**src/source/rvj1_defines.svh**
```systemverilog
`ifndef RVJ1_DEFINES_SVH
`define RVJ1_DEFINES_SVH

// Data path and address width
`define RVJ1_XLEN 32

// Register file address width, 32 registers
`define RVJ1_RALEN 5

// Reset vector of the core
`define RVJ1_BOOT_ADDR 32'h8000_0000

// Program counter step per instruction
`define RVJ1_ISTEP 4

`endif
```
**src/source/rvj1_pkg.sv**
```systemverilog
`default_nettype none

`include "rvj1_defines.svh"

package rvj1_pkg;

  // LSU command, bit 3 marks a store
  // Bit 2 marks the unsigned load forms
  typedef enum logic [3:0] {
    LSU_LB  = 4'b0000,
    LSU_LH  = 4'b0001,
    LSU_LW  = 4'b0010,
    LSU_LBU = 4'b0100,
    LSU_LHU = 4'b0101,
    LSU_SB  = 4'b1000,
    LSU_SH  = 4'b1001,
    LSU_SW  = 4'b1010
  } lsu_ctrl_e;

  // Branch type, follows the funct3 field of the branch opcodes
  typedef enum logic [2:0] {
    BRANCH_EQ  = 3'b000,
    BRANCH_NEQ = 3'b001,
    BRANCH_LT  = 3'b100,
    BRANCH_GE  = 3'b101,
    BRANCH_LTU = 3'b110,
    BRANCH_GEU = 3'b111
  } branch_ctrl_e;

  // Controller states
  typedef enum logic [3:0] {
    CTRL_RESET, CTRL_BOOT0, CTRL_BOOT1, CTRL_JUMP0, CTRL_JUMP1,
    CTRL_RUN, CTRL_LOAD0, CTRL_LOAD1, CTRL_BRANCH
  } ctrl_fsm_e;

endpackage

`default_nettype wire

```
**src/source/rvj1_frontend.sv**
```systemverilog
`timescale 1ns/1ps
`default_nettype none

`include "rvj1_defines.svh"

module rvj1_frontend #(
  parameter logic [`RVJ1_XLEN-1:0] BOOT_ADDR = `RVJ1_BOOT_ADDR
) (
  input  wire                           clk_i,
  input  wire                           rstn_i,

  // Decoded fields
  input  wire  [`RVJ1_RALEN-1:0]        rf_addr_a_i,
  input  wire  [`RVJ1_RALEN-1:0]        rf_addr_b_i,
  input  wire                           rpa_or_pc_i,
  input  wire                           rpb_or_imm_i,
  input  wire  rvj1_pkg::lsu_ctrl_e     lsu_cmd_i,
  input  wire                           lsu_ctrl_valid_i,
  input  wire                           ctrl_jump_i,
  input  wire                           ctrl_branch_i,
  input  wire  rvj1_pkg::branch_ctrl_e  ctrl_branch_type_i,

  // Execute stage and LSU
  input  wire  [`RVJ1_RALEN-1:0]        alu_regdest_r_i,
  input  wire  [`RVJ1_XLEN-1:0]         alu_res_i,
  input  wire                           lsu_ready_i,

  // Instruction memory
  output logic [`RVJ1_XLEN-1:0]         imem_addr_o,
  output logic                          imem_req_o,
  input  wire  [`RVJ1_XLEN-1:0]         imem_rdata_i,

  // To decode
  output logic [`RVJ1_XLEN-1:0]         instr_o,
  output logic                          instr_valid_o,
  output logic [`RVJ1_XLEN-1:0]         program_counter_o,
  output logic                          stall_o,
  output logic                          flush_o
);
  // Redirect and issue handshake between controller and fetch
  logic                   jmp_addr_valid;
  logic [`RVJ1_XLEN-1:0]  jmp_addr;
  logic                   instr_issued;

  rvj1_ctrl #(
    .BOOT_ADDR (BOOT_ADDR)
  ) u_ctrl (
    .clk_i              (clk_i),
    .rstn_i             (rstn_i),
    .rf_addr_a_i        (rf_addr_a_i),
    .rf_addr_b_i        (rf_addr_b_i),
    .rpa_or_pc_i        (rpa_or_pc_i),
    .rpb_or_imm_i       (rpb_or_imm_i),
    .alu_regdest_r_i    (alu_regdest_r_i),
    .lsu_cmd_i          (lsu_cmd_i),
    .lsu_ctrl_valid_i   (lsu_ctrl_valid_i),
    .lsu_ready_i        (lsu_ready_i),
    .ctrl_jump_i        (ctrl_jump_i),
    .alu_res_i          (alu_res_i),
    .ctrl_branch_i      (ctrl_branch_i),
    .ctrl_branch_type_i (ctrl_branch_type_i),
    .instr_issued_i     (instr_issued),
    .stall_o            (stall_o),
    .program_counter_o  (program_counter_o),
    .flush_o            (flush_o),
    .jmp_addr_valid_o   (jmp_addr_valid),
    .jmp_addr_o         (jmp_addr)
  );

  // Fetch follows the controller's stall, flush and redirect
  rvj1_ifu u_ifu (
    .clk_i            (clk_i),
    .rstn_i           (rstn_i),
    .stall_i          (stall_o),
    .flush_i          (flush_o),
    .jmp_addr_valid_i (jmp_addr_valid),
    .jmp_addr_i       (jmp_addr),
    .imem_rdata_i     (imem_rdata_i),
    .imem_addr_o      (imem_addr_o),
    .imem_req_o       (imem_req_o),
    .instr_o          (instr_o),
    .instr_valid_o    (instr_valid_o),
    .instr_issued_o   (instr_issued)
  );

endmodule

`default_nettype wire

```
**src/source/rvj1_ifu.sv**
```systemverilog
`timescale 1ns/1ps
`default_nettype none

`include "rvj1_defines.svh"

module rvj1_ifu (
  input  wire                     clk_i,
  input  wire                     rstn_i,
  input  wire                     stall_i,
  input  wire                     flush_i,
  input  wire                     jmp_addr_valid_i,
  input  wire  [`RVJ1_XLEN-1:0]   jmp_addr_i,
  input  wire  [`RVJ1_XLEN-1:0]   imem_rdata_i,
  output logic [`RVJ1_XLEN-1:0]   imem_addr_o,
  output logic                    imem_req_o,
  output logic [`RVJ1_XLEN-1:0]   instr_o,
  output logic                    instr_valid_o,
  output logic                    instr_issued_o
);
  logic [`RVJ1_XLEN-1:0]  fetch_addr_q;
  logic                   fetch_en_q;
  logic                   pend_q;
  logic [`RVJ1_XLEN-1:0]  skid_q;
  logic                   skid_valid_q;
  logic [`RVJ1_XLEN-1:0]  instr_q;
  logic                   instr_valid_q;
  logic                   redirect;

  assign redirect = flush_i || jmp_addr_valid_i;

  // No fetch before the first redirect, none while the address changes
  assign imem_req_o  = fetch_en_q && !stall_i && !redirect;
  assign imem_addr_o = fetch_addr_q;

  ////////////////////
  // Fetch address
  ////////////////////
  always_ff @(posedge clk_i) begin
    if (!rstn_i) begin
      fetch_addr_q <= '0;
      fetch_en_q   <= 1'b0;
    end else if (jmp_addr_valid_i) begin
      fetch_addr_q <= jmp_addr_i;
      fetch_en_q   <= 1'b1;
    end else if (imem_req_o) begin
      fetch_addr_q <= fetch_addr_q + `RVJ1_XLEN'(`RVJ1_ISTEP);
    end
  end

  ////////////////////
  // Response tracking
  ////////////////////
  // One request in flight at most
  // Data returning under stall parks in the skid register
  always_ff @(posedge clk_i) begin
    if (!rstn_i || redirect) begin
      pend_q        <= 1'b0;
      skid_valid_q  <= 1'b0;
      instr_valid_q <= 1'b0;
    end else begin
      pend_q <= imem_req_o;
      if (stall_i) begin
        if (pend_q) skid_valid_q <= 1'b1;
      end else begin
        skid_valid_q  <= 1'b0;
        instr_valid_q <= pend_q || skid_valid_q;
      end
    end
  end

  // Payload, decode copy held under stall
  always_ff @(posedge clk_i) begin
    if (pend_q && stall_i) begin
      skid_q <= imem_rdata_i;
    end
    if (!stall_i) begin
      if (skid_valid_q) begin
        instr_q <= skid_q;
      end else if (pend_q) begin
        instr_q <= imem_rdata_i;
      end
    end
  end

  assign instr_o        = instr_q;
  assign instr_valid_o  = instr_valid_q;
  assign instr_issued_o = instr_valid_q;

endmodule

`default_nettype wire

```
**src/source/rvj1_ctrl.sv**
```systemverilog
`timescale 1ns/1ps
`default_nettype none

`include "rvj1_defines.svh"

module rvj1_ctrl #(
  parameter logic [`RVJ1_XLEN-1:0] BOOT_ADDR = `RVJ1_BOOT_ADDR
) (
  input  wire                           clk_i,
  input  wire                           rstn_i,

  // Operand fields of the instruction in decode
  input  wire  [`RVJ1_RALEN-1:0]        rf_addr_a_i,
  input  wire  [`RVJ1_RALEN-1:0]        rf_addr_b_i,
  input  wire                           rpa_or_pc_i,
  input  wire                           rpb_or_imm_i,

  // Destination register held in the ALU stage
  input  wire  [`RVJ1_RALEN-1:0]        alu_regdest_r_i,

  // LSU command and status
  input  wire  rvj1_pkg::lsu_ctrl_e     lsu_cmd_i,
  input  wire                           lsu_ctrl_valid_i,
  input  wire                           lsu_ready_i,

  // Jump and branch control
  input  wire                           ctrl_jump_i,
  input  wire  [`RVJ1_XLEN-1:0]         alu_res_i,
  input  wire                           ctrl_branch_i,
  input  wire  rvj1_pkg::branch_ctrl_e  ctrl_branch_type_i,

  // Fetch side
  input  wire                           instr_issued_i,
  output logic                          stall_o,
  output logic [`RVJ1_XLEN-1:0]         program_counter_o,
  output logic                          flush_o,
  output logic                          jmp_addr_valid_o,
  output logic [`RVJ1_XLEN-1:0]         jmp_addr_o
);
  import rvj1_pkg::*;

  ctrl_fsm_e              state_q;
  ctrl_fsm_e              state_d;
  logic                   rf_a_hazard;
  logic                   rf_b_hazard;
  logic                   lsu_b_hazard;
  logic                   fsm_stall;
  branch_ctrl_e           branch_type_q;
  logic                   cond_met;
  logic [`RVJ1_XLEN-1:0]  pc_q;

  ////////////////////
  // Hazard detection
  ////////////////////

  // Operand a reads the register the ALU is about to write
  assign rf_a_hazard = (alu_regdest_r_i == rf_addr_a_i) && !rpa_or_pc_i &&
                       (rf_addr_a_i != '0);

  // Operand b, unless an immediate takes its place
  assign rf_b_hazard = (alu_regdest_r_i == rf_addr_b_i) && !rpb_or_imm_i &&
                       (rf_addr_b_i != '0);

  // Stores read rb as the data even with an immediate offset
  assign lsu_b_hazard = (alu_regdest_r_i == rf_addr_b_i) && lsu_ctrl_valid_i &&
                        lsu_cmd_i[3] && (rf_addr_b_i != '0);

  // Multi-cycle states hold decode
  assign fsm_stall = (state_q == CTRL_LOAD0) || (state_q == CTRL_LOAD1) ||
                     (state_q == CTRL_JUMP0) || (state_q == CTRL_JUMP1);

  assign stall_o = rf_a_hazard || rf_b_hazard || lsu_b_hazard || fsm_stall;

  // Redirect to the fetch unit
  // Boot address in BOOT0, jump target in JUMP0
  assign jmp_addr_valid_o = (state_q == CTRL_BOOT0) || (state_q == CTRL_JUMP0);
  assign jmp_addr_o       = (state_q == CTRL_JUMP0) ? {alu_res_i[`RVJ1_XLEN-1:1], 1'b0}
                                                    : BOOT_ADDR;
  assign flush_o          = (state_q == CTRL_JUMP0);

  ////////////////////
  // Program counter
  ////////////////////

  always_ff @(posedge clk_i) begin
    if (!rstn_i) begin
      pc_q <= BOOT_ADDR;
    end else if (state_d == CTRL_JUMP1) begin
      pc_q <= alu_res_i;
    end else if ((instr_issued_i && !stall_o) || ctrl_jump_i) begin
      // Jump also steps, giving pc + 4 for the link register
      pc_q <= pc_q + `RVJ1_XLEN'(`RVJ1_ISTEP);
    end
  end

  assign program_counter_o = pc_q;

  ////////////////////
  // Branch condition
  ////////////////////

  // Type is latched with the branch, the result arrives one cycle later
  always_ff @(posedge clk_i) begin
    if (!rstn_i) begin
      branch_type_q <= BRANCH_EQ;
    end else if (ctrl_branch_i) begin
      branch_type_q <= ctrl_branch_type_i;
    end
  end

  // ALU gives a difference for EQ/NEQ, a set-less-than bit otherwise
  always_comb begin
    case (branch_type_q)
      BRANCH_EQ:  cond_met = (alu_res_i == '0);
      BRANCH_NEQ: cond_met = (alu_res_i != '0);
      BRANCH_LT:  cond_met = alu_res_i[0];
      BRANCH_GE:  cond_met = !alu_res_i[0];
      BRANCH_LTU: cond_met = alu_res_i[0];
      BRANCH_GEU: cond_met = !alu_res_i[0];
      default:    cond_met = 1'b0;
    endcase
  end

  ////////////////////
  // Controller FSM
  ////////////////////

  always_comb begin
    state_d = state_q;
    case (state_q)
      CTRL_RESET: state_d = CTRL_BOOT0;
      CTRL_BOOT0: state_d = CTRL_BOOT1;
      CTRL_BOOT1: state_d = CTRL_RUN;
      CTRL_RUN: begin
        // Branch wins over jump, jump over load
        if (ctrl_branch_i && !stall_o) begin
          state_d = CTRL_BRANCH;
        end else if (ctrl_jump_i && !stall_o) begin
          state_d = CTRL_JUMP0;
        end else if (lsu_ctrl_valid_i && !lsu_cmd_i[3] && !stall_o) begin
          state_d = CTRL_LOAD0;
        end
      end
      CTRL_LOAD0: state_d = CTRL_LOAD1;
      // Wait here for the LSU
      CTRL_LOAD1: begin
        if (lsu_ready_i) begin
          state_d = CTRL_RUN;
        end
      end
      CTRL_JUMP0: state_d = CTRL_JUMP1;
      CTRL_JUMP1: state_d = CTRL_RUN;
      CTRL_BRANCH: begin
        if (!stall_o) begin
          state_d = cond_met ? CTRL_JUMP0 : CTRL_RUN;
        end
      end
      default: state_d = CTRL_RESET;
    endcase
  end

  always_ff @(posedge clk_i) begin
    if (!rstn_i) begin
      state_q <= CTRL_RESET;
    end else begin
      state_q <= state_d;
    end
  end

endmodule

`default_nettype wire

```
**config.mk**
```make
export PLATFORM = sky130hd
export DESIGN_NAME = rvj1_frontend
export DESIGN_NICKNAME = d
export VERILOG_FILES = /design/src/source/rvj1_pkg.sv /design/src/source/rvj1_frontend.sv /design/src/source/rvj1_ifu.sv /design/src/source/rvj1_ctrl.sv
export VERILOG_INCLUDE_DIRS = /design/src /design/src/source
export SDC_FILE = /design/constraint.sdc
export NUM_CORES = 1
export LEC_CHECK = 0
export BUFFER_PORTS_ARGS = -buffer_cell sky130_fd_sc_hd__buf_2
export CORE_MARGIN = 5
export CORE_UTILIZATION = 53
export DETAILED_ROUTE_END_ITERATION = 7
export GPL_ROUTABILITY_DRIVEN = 1
export GPL_TIMING_DRIVEN = 0
export PLACE_DENSITY = 0.89
export SYNTH_ARGS = -nofsm -noshare
export SYNTH_HDL_FRONTEND = slang
export SYNTH_SLANG_ARGS = --single-unit
```
**constraint.sdc**
```tcl
create_clock -name clk_i -period 3.9 [get_ports clk_i]
set_input_delay 0.195 -clock clk_i [delete_from_list [all_inputs] [get_ports clk_i]]
set_output_delay 0.195 -clock clk_i [all_outputs]
set_load 0.01 [all_outputs]
```
==> key figures <==
STA
  – RSZ-0062 raised after global routing: false
  – Setup Skew: 0.0157 ns
  – Crit share post-route: 77.5%
  – # setup viols final: 0
  – Worst-margin pin slew: 0.926 ns
  – Fmax: 0.331 GHz
  – Setup TNS: 0 ns
  – Fin crit period: 3.02 ns
  – Relative slew slack: 37.7%
  – Final-report max-slew violation count: 0
  – Final Hold Vio Count: 0

Setup path
  – Worst reg-to-reg setup slack: 1.24 ns
  – Worst flop-to-flop path startpoint: u_ctrl.state_q[3]
  – Critical Path Start Type: flop
  – Worst setup EP type: primary output
  – Maximum fanout along the worst path: 10
  – Worst R2R End: u_ctrl.program_counter_o[18]
  – CP Class: flop to primary output
  – FF-to-FF path depth: 7
  – CP arrival: 2.83 ns
  – Worst EP required: 3.70 ns

Clocking
  – Clock buffer depth: 2
  – # H-tree levels: 4
  – Number of buffers created by CTS: 17
  – CTS sink cnt: 138
  – Root Buffer: clkbuf_16
  – Reg clk slew, reported paths: 0.06 ns
  – Worst skew pair latency: 0.44 ns
  – Resize count post-CTS: 0
  – Setup Buffers After CTS: 0
  – CTS tree: done

Floorplanning
  – Die Span Y: 126 µm
  – DIE AREA: 16000 µm²
  – Die Span X: 126 µm
  – Core Area: 13200 µm²
  – Core Rows: 42
  – IO Count: 194
  – Initial Utilization: 54.2%

Placed design
  – Final GP Congestion: 0.979
  – Port buffer count: 187
  – Detailed Place HPWL: 17.2 mm

Drt
  – Wire length per cell: 21.6 µm
  – DR pass1 iterations: 8
  – DRC: 0
  – Final wirelength: 25.3 mm
  – Vias per cell: 6.43
  – Post-route ant nets: 0
  – Detailed Route Iter0 Violations: 944
  – Routed via count: 7516

Run
  – Max-cap violations: 0

Global routing
  – Total grt overflow: 0
  – Initial antenna violation count: 0
  – Vias in the first global route: 7076
  – First-pass GRT wire length: 38.7 mm
  – Pin count of the biggest net entering global routing: 33
  – Total GRT Usage: 30.6%

Logic synthesis
  – Fraction of registers with async set/reset: 0%
  – Syn Std Cell Area: 7170 µm²
  – Syn Nets: 838
  – Number of enable flip-flop cells after synthesis: 64
  – Cells after Synth: 742
  – Synth Warn #: 0
  – Seq/Total Area, Yosys: 47.4%
  – Main synth FF type: dfxtp_1
  – Yosys reg bits: 138
  – Average cell area after synthesis: 9.67 µm²
  – Unique masters post-synth: 76

Finish
  – Final nets: 1076
  – Core Util, Final: 69.9%
  – Share of post-route cells with drive strength above 1: 28.9%
  – Synth-to-Final Area Change: 29.1%
  – Diode count: 0

Status
  – Status: completed

Worst hold path
  – Cells on Worst Hold Path: 3
  – Hold path endpoint: u_ctrl.branch_type_q[2]
  – Hold/Removal Path Class: primary input to flop
  – Worst hold start: ctrl_branch_type_i[2]

Power
  – Peak supply drop: 258 µV
  – Pleak: 0.00365 µW
  – Power Density: 420 nW/µm²
-- Yosys cell counts, types with 3 or more instances --
library cell	instances	area, µm²
dfxtp_1	74	1480
nand2_1	69	259
edfxtp_1	64	1920
o21ai_0	46	230
nor2_1	42	158
nand3_1	40	200
nor3_1	36	180
clkbuf_1	33	124
mux2_2	32	360
nor4_1	28	175
a21oi_1	27	135
a31oi_1	26	163
and3_1	25	156
nand4_1	22	138
o31ai_1	13	97.6
or4_1	12	90.1
mux2i_1	10	100
or3_1	9	56.3
buf_2	8	40.0
buf_6	7	78.8
xor2_1	7	61.3
nor4b_1	6	52.6
o221a_2	6	67.6
a311oi_1	5	43.8
and2_1	5	31.3
and4_1	5	43.8
inv_1	5	18.8
a211oi_1	4	30.0
a32oi_1	4	35.0
and4b_1	4	40.0
o22a_1	4	35.0
a221oi_1	3	26.3
a41oi_1	3	26.3
nand2b_1	3	18.8
-- report_power, final --
group          internal (µW)  switching, µW  leakage, µW
Clock                   1010            673     0.000273
Sequential              1590           79.6      0.00118
Combinational            221            325      0.00220
Total                   2820           1080      0.00365
-- state kept, by name, indices dropped and copies added (netlist names) --
register                  cells
u_ifu.skid_valid_q            1
u_ctrl.branch_type_q          3
u_ctrl.state_q                4
u_ifu.fetch_en_q              1
u_ifu.imem_addr_o            31
u_ctrl.program_counter_o     32
u_ifu.skid_q                 32
u_ifu.instr_o                32
u_ifu.pend_q                  1
u_ifu.instr_issued_o          1
-- cell usage in the layout (no fill, tap or decap), types with 27 or more instances in the layout --
master | Yosys | layout
mux2_2 | 32 | 32
nor2_1 | 42 | 41
nand3_1 | 40 | 40
nand2_1 | 69 | 69
edfxtp_1 | 64 | 64
nor3_1 | 36 | 36
a21oi_1 | 27 | 27
dlygate4sd3_1 | 0 | 32
nor4_1 | 28 | 28
buf_2 | 8 | 195
clkbuf_1 | 33 | 34
o21ai_0 | 46 | 46
dfxtp_1 | 74 | 74
-- stage by stage --
stage	hold WS [ns]	worst slack [ns]	total power, µW	cells	instance area, µm²
floorplan	0.294	1.06	1950	742	7170
global placement	0.389	0.246	2170	1105	8330
detailed placement	0.391	0.792	2190	1105	8340
CTS	0.00703	0.977	3850	1169	9260
global route	0.0238	0.814	4000	1169	9260
finish	0.0100	0.879	3890	1169	9260
-- worst max path at each step --
stage / startpoint / cells after the start / endpoint / slack (ns)
after CTS: u_ctrl.state_q[3] / 7 / flush_o / 0.98
after floorplan: u_ctrl.state_q[2] / 6 / u_ifu.instr_o[0] / 1.06
final: u_ctrl.state_q[3] / 7 / flush_o / 0.88
after global routing: u_ctrl.state_q[0] / 7 / flush_o / 0.81
after global placement: rf_addr_a_i[0] / 6 / u_ifu.instr_o[2] / 0.25
after detailed placement: alu_regdest_r_i[4] / 6 / u_ifu.skid_q[5] / 0.79
-- worst max-delay path: stages, from the launching register on --
cell,delay [ns]
dfxtp_1,0.30
clkbuf_1,0.22
nor3b_2,0.53
nand2_1,0.36
inv_2,0.19
buf_2,0.25
buf_2,0.34
buf_2,0.20
-- cells by family (layout without fill, tap and decap cells) --
logic type / Yosys count / after routing / synth area share, %
and+or+nand+nor: 324 / 324 / 24.6
xor gates and xnor gates: 9 / 9 / 1.10
other: 1 / 1 / 0.0523
DFF: 138 / 138 / 47.4
muxes: 43 / 43 / 6.61
AOI/OAI and AO/OA: 167 / 167 / 15.8
adders and majority gates: 2 / 2 / 0.349
buffers and inverters: 58 / 309 / 4.01
-- final cells by class --
cell class              count  area, µm²
plain buffers              52        265
clock buffers              18        429
clock inverters            14        171
fillers                   989       3980
inverters                   6       22.5
multi-input cells         546       3490
flip-flops and latches    138       3400
well taps                 176        220
repair buffers            219       1260
-- timing repair --
item / CTS / global route
setup endpoints to repair: 0 / 0
endpoints found under the hold margin: 32 / 0
hold buffers: 32 / 0
-- layer usage --
metal  vias up  GRT usage (%)  wire length, µm
met3       112           6.52             2920
met5         -              0                0
met1      3464           38.0             9290
met4         0           13.1             1120
li1       3374              -                -
met2       566           51.7            11900
(Power assumes the default switching activity.)
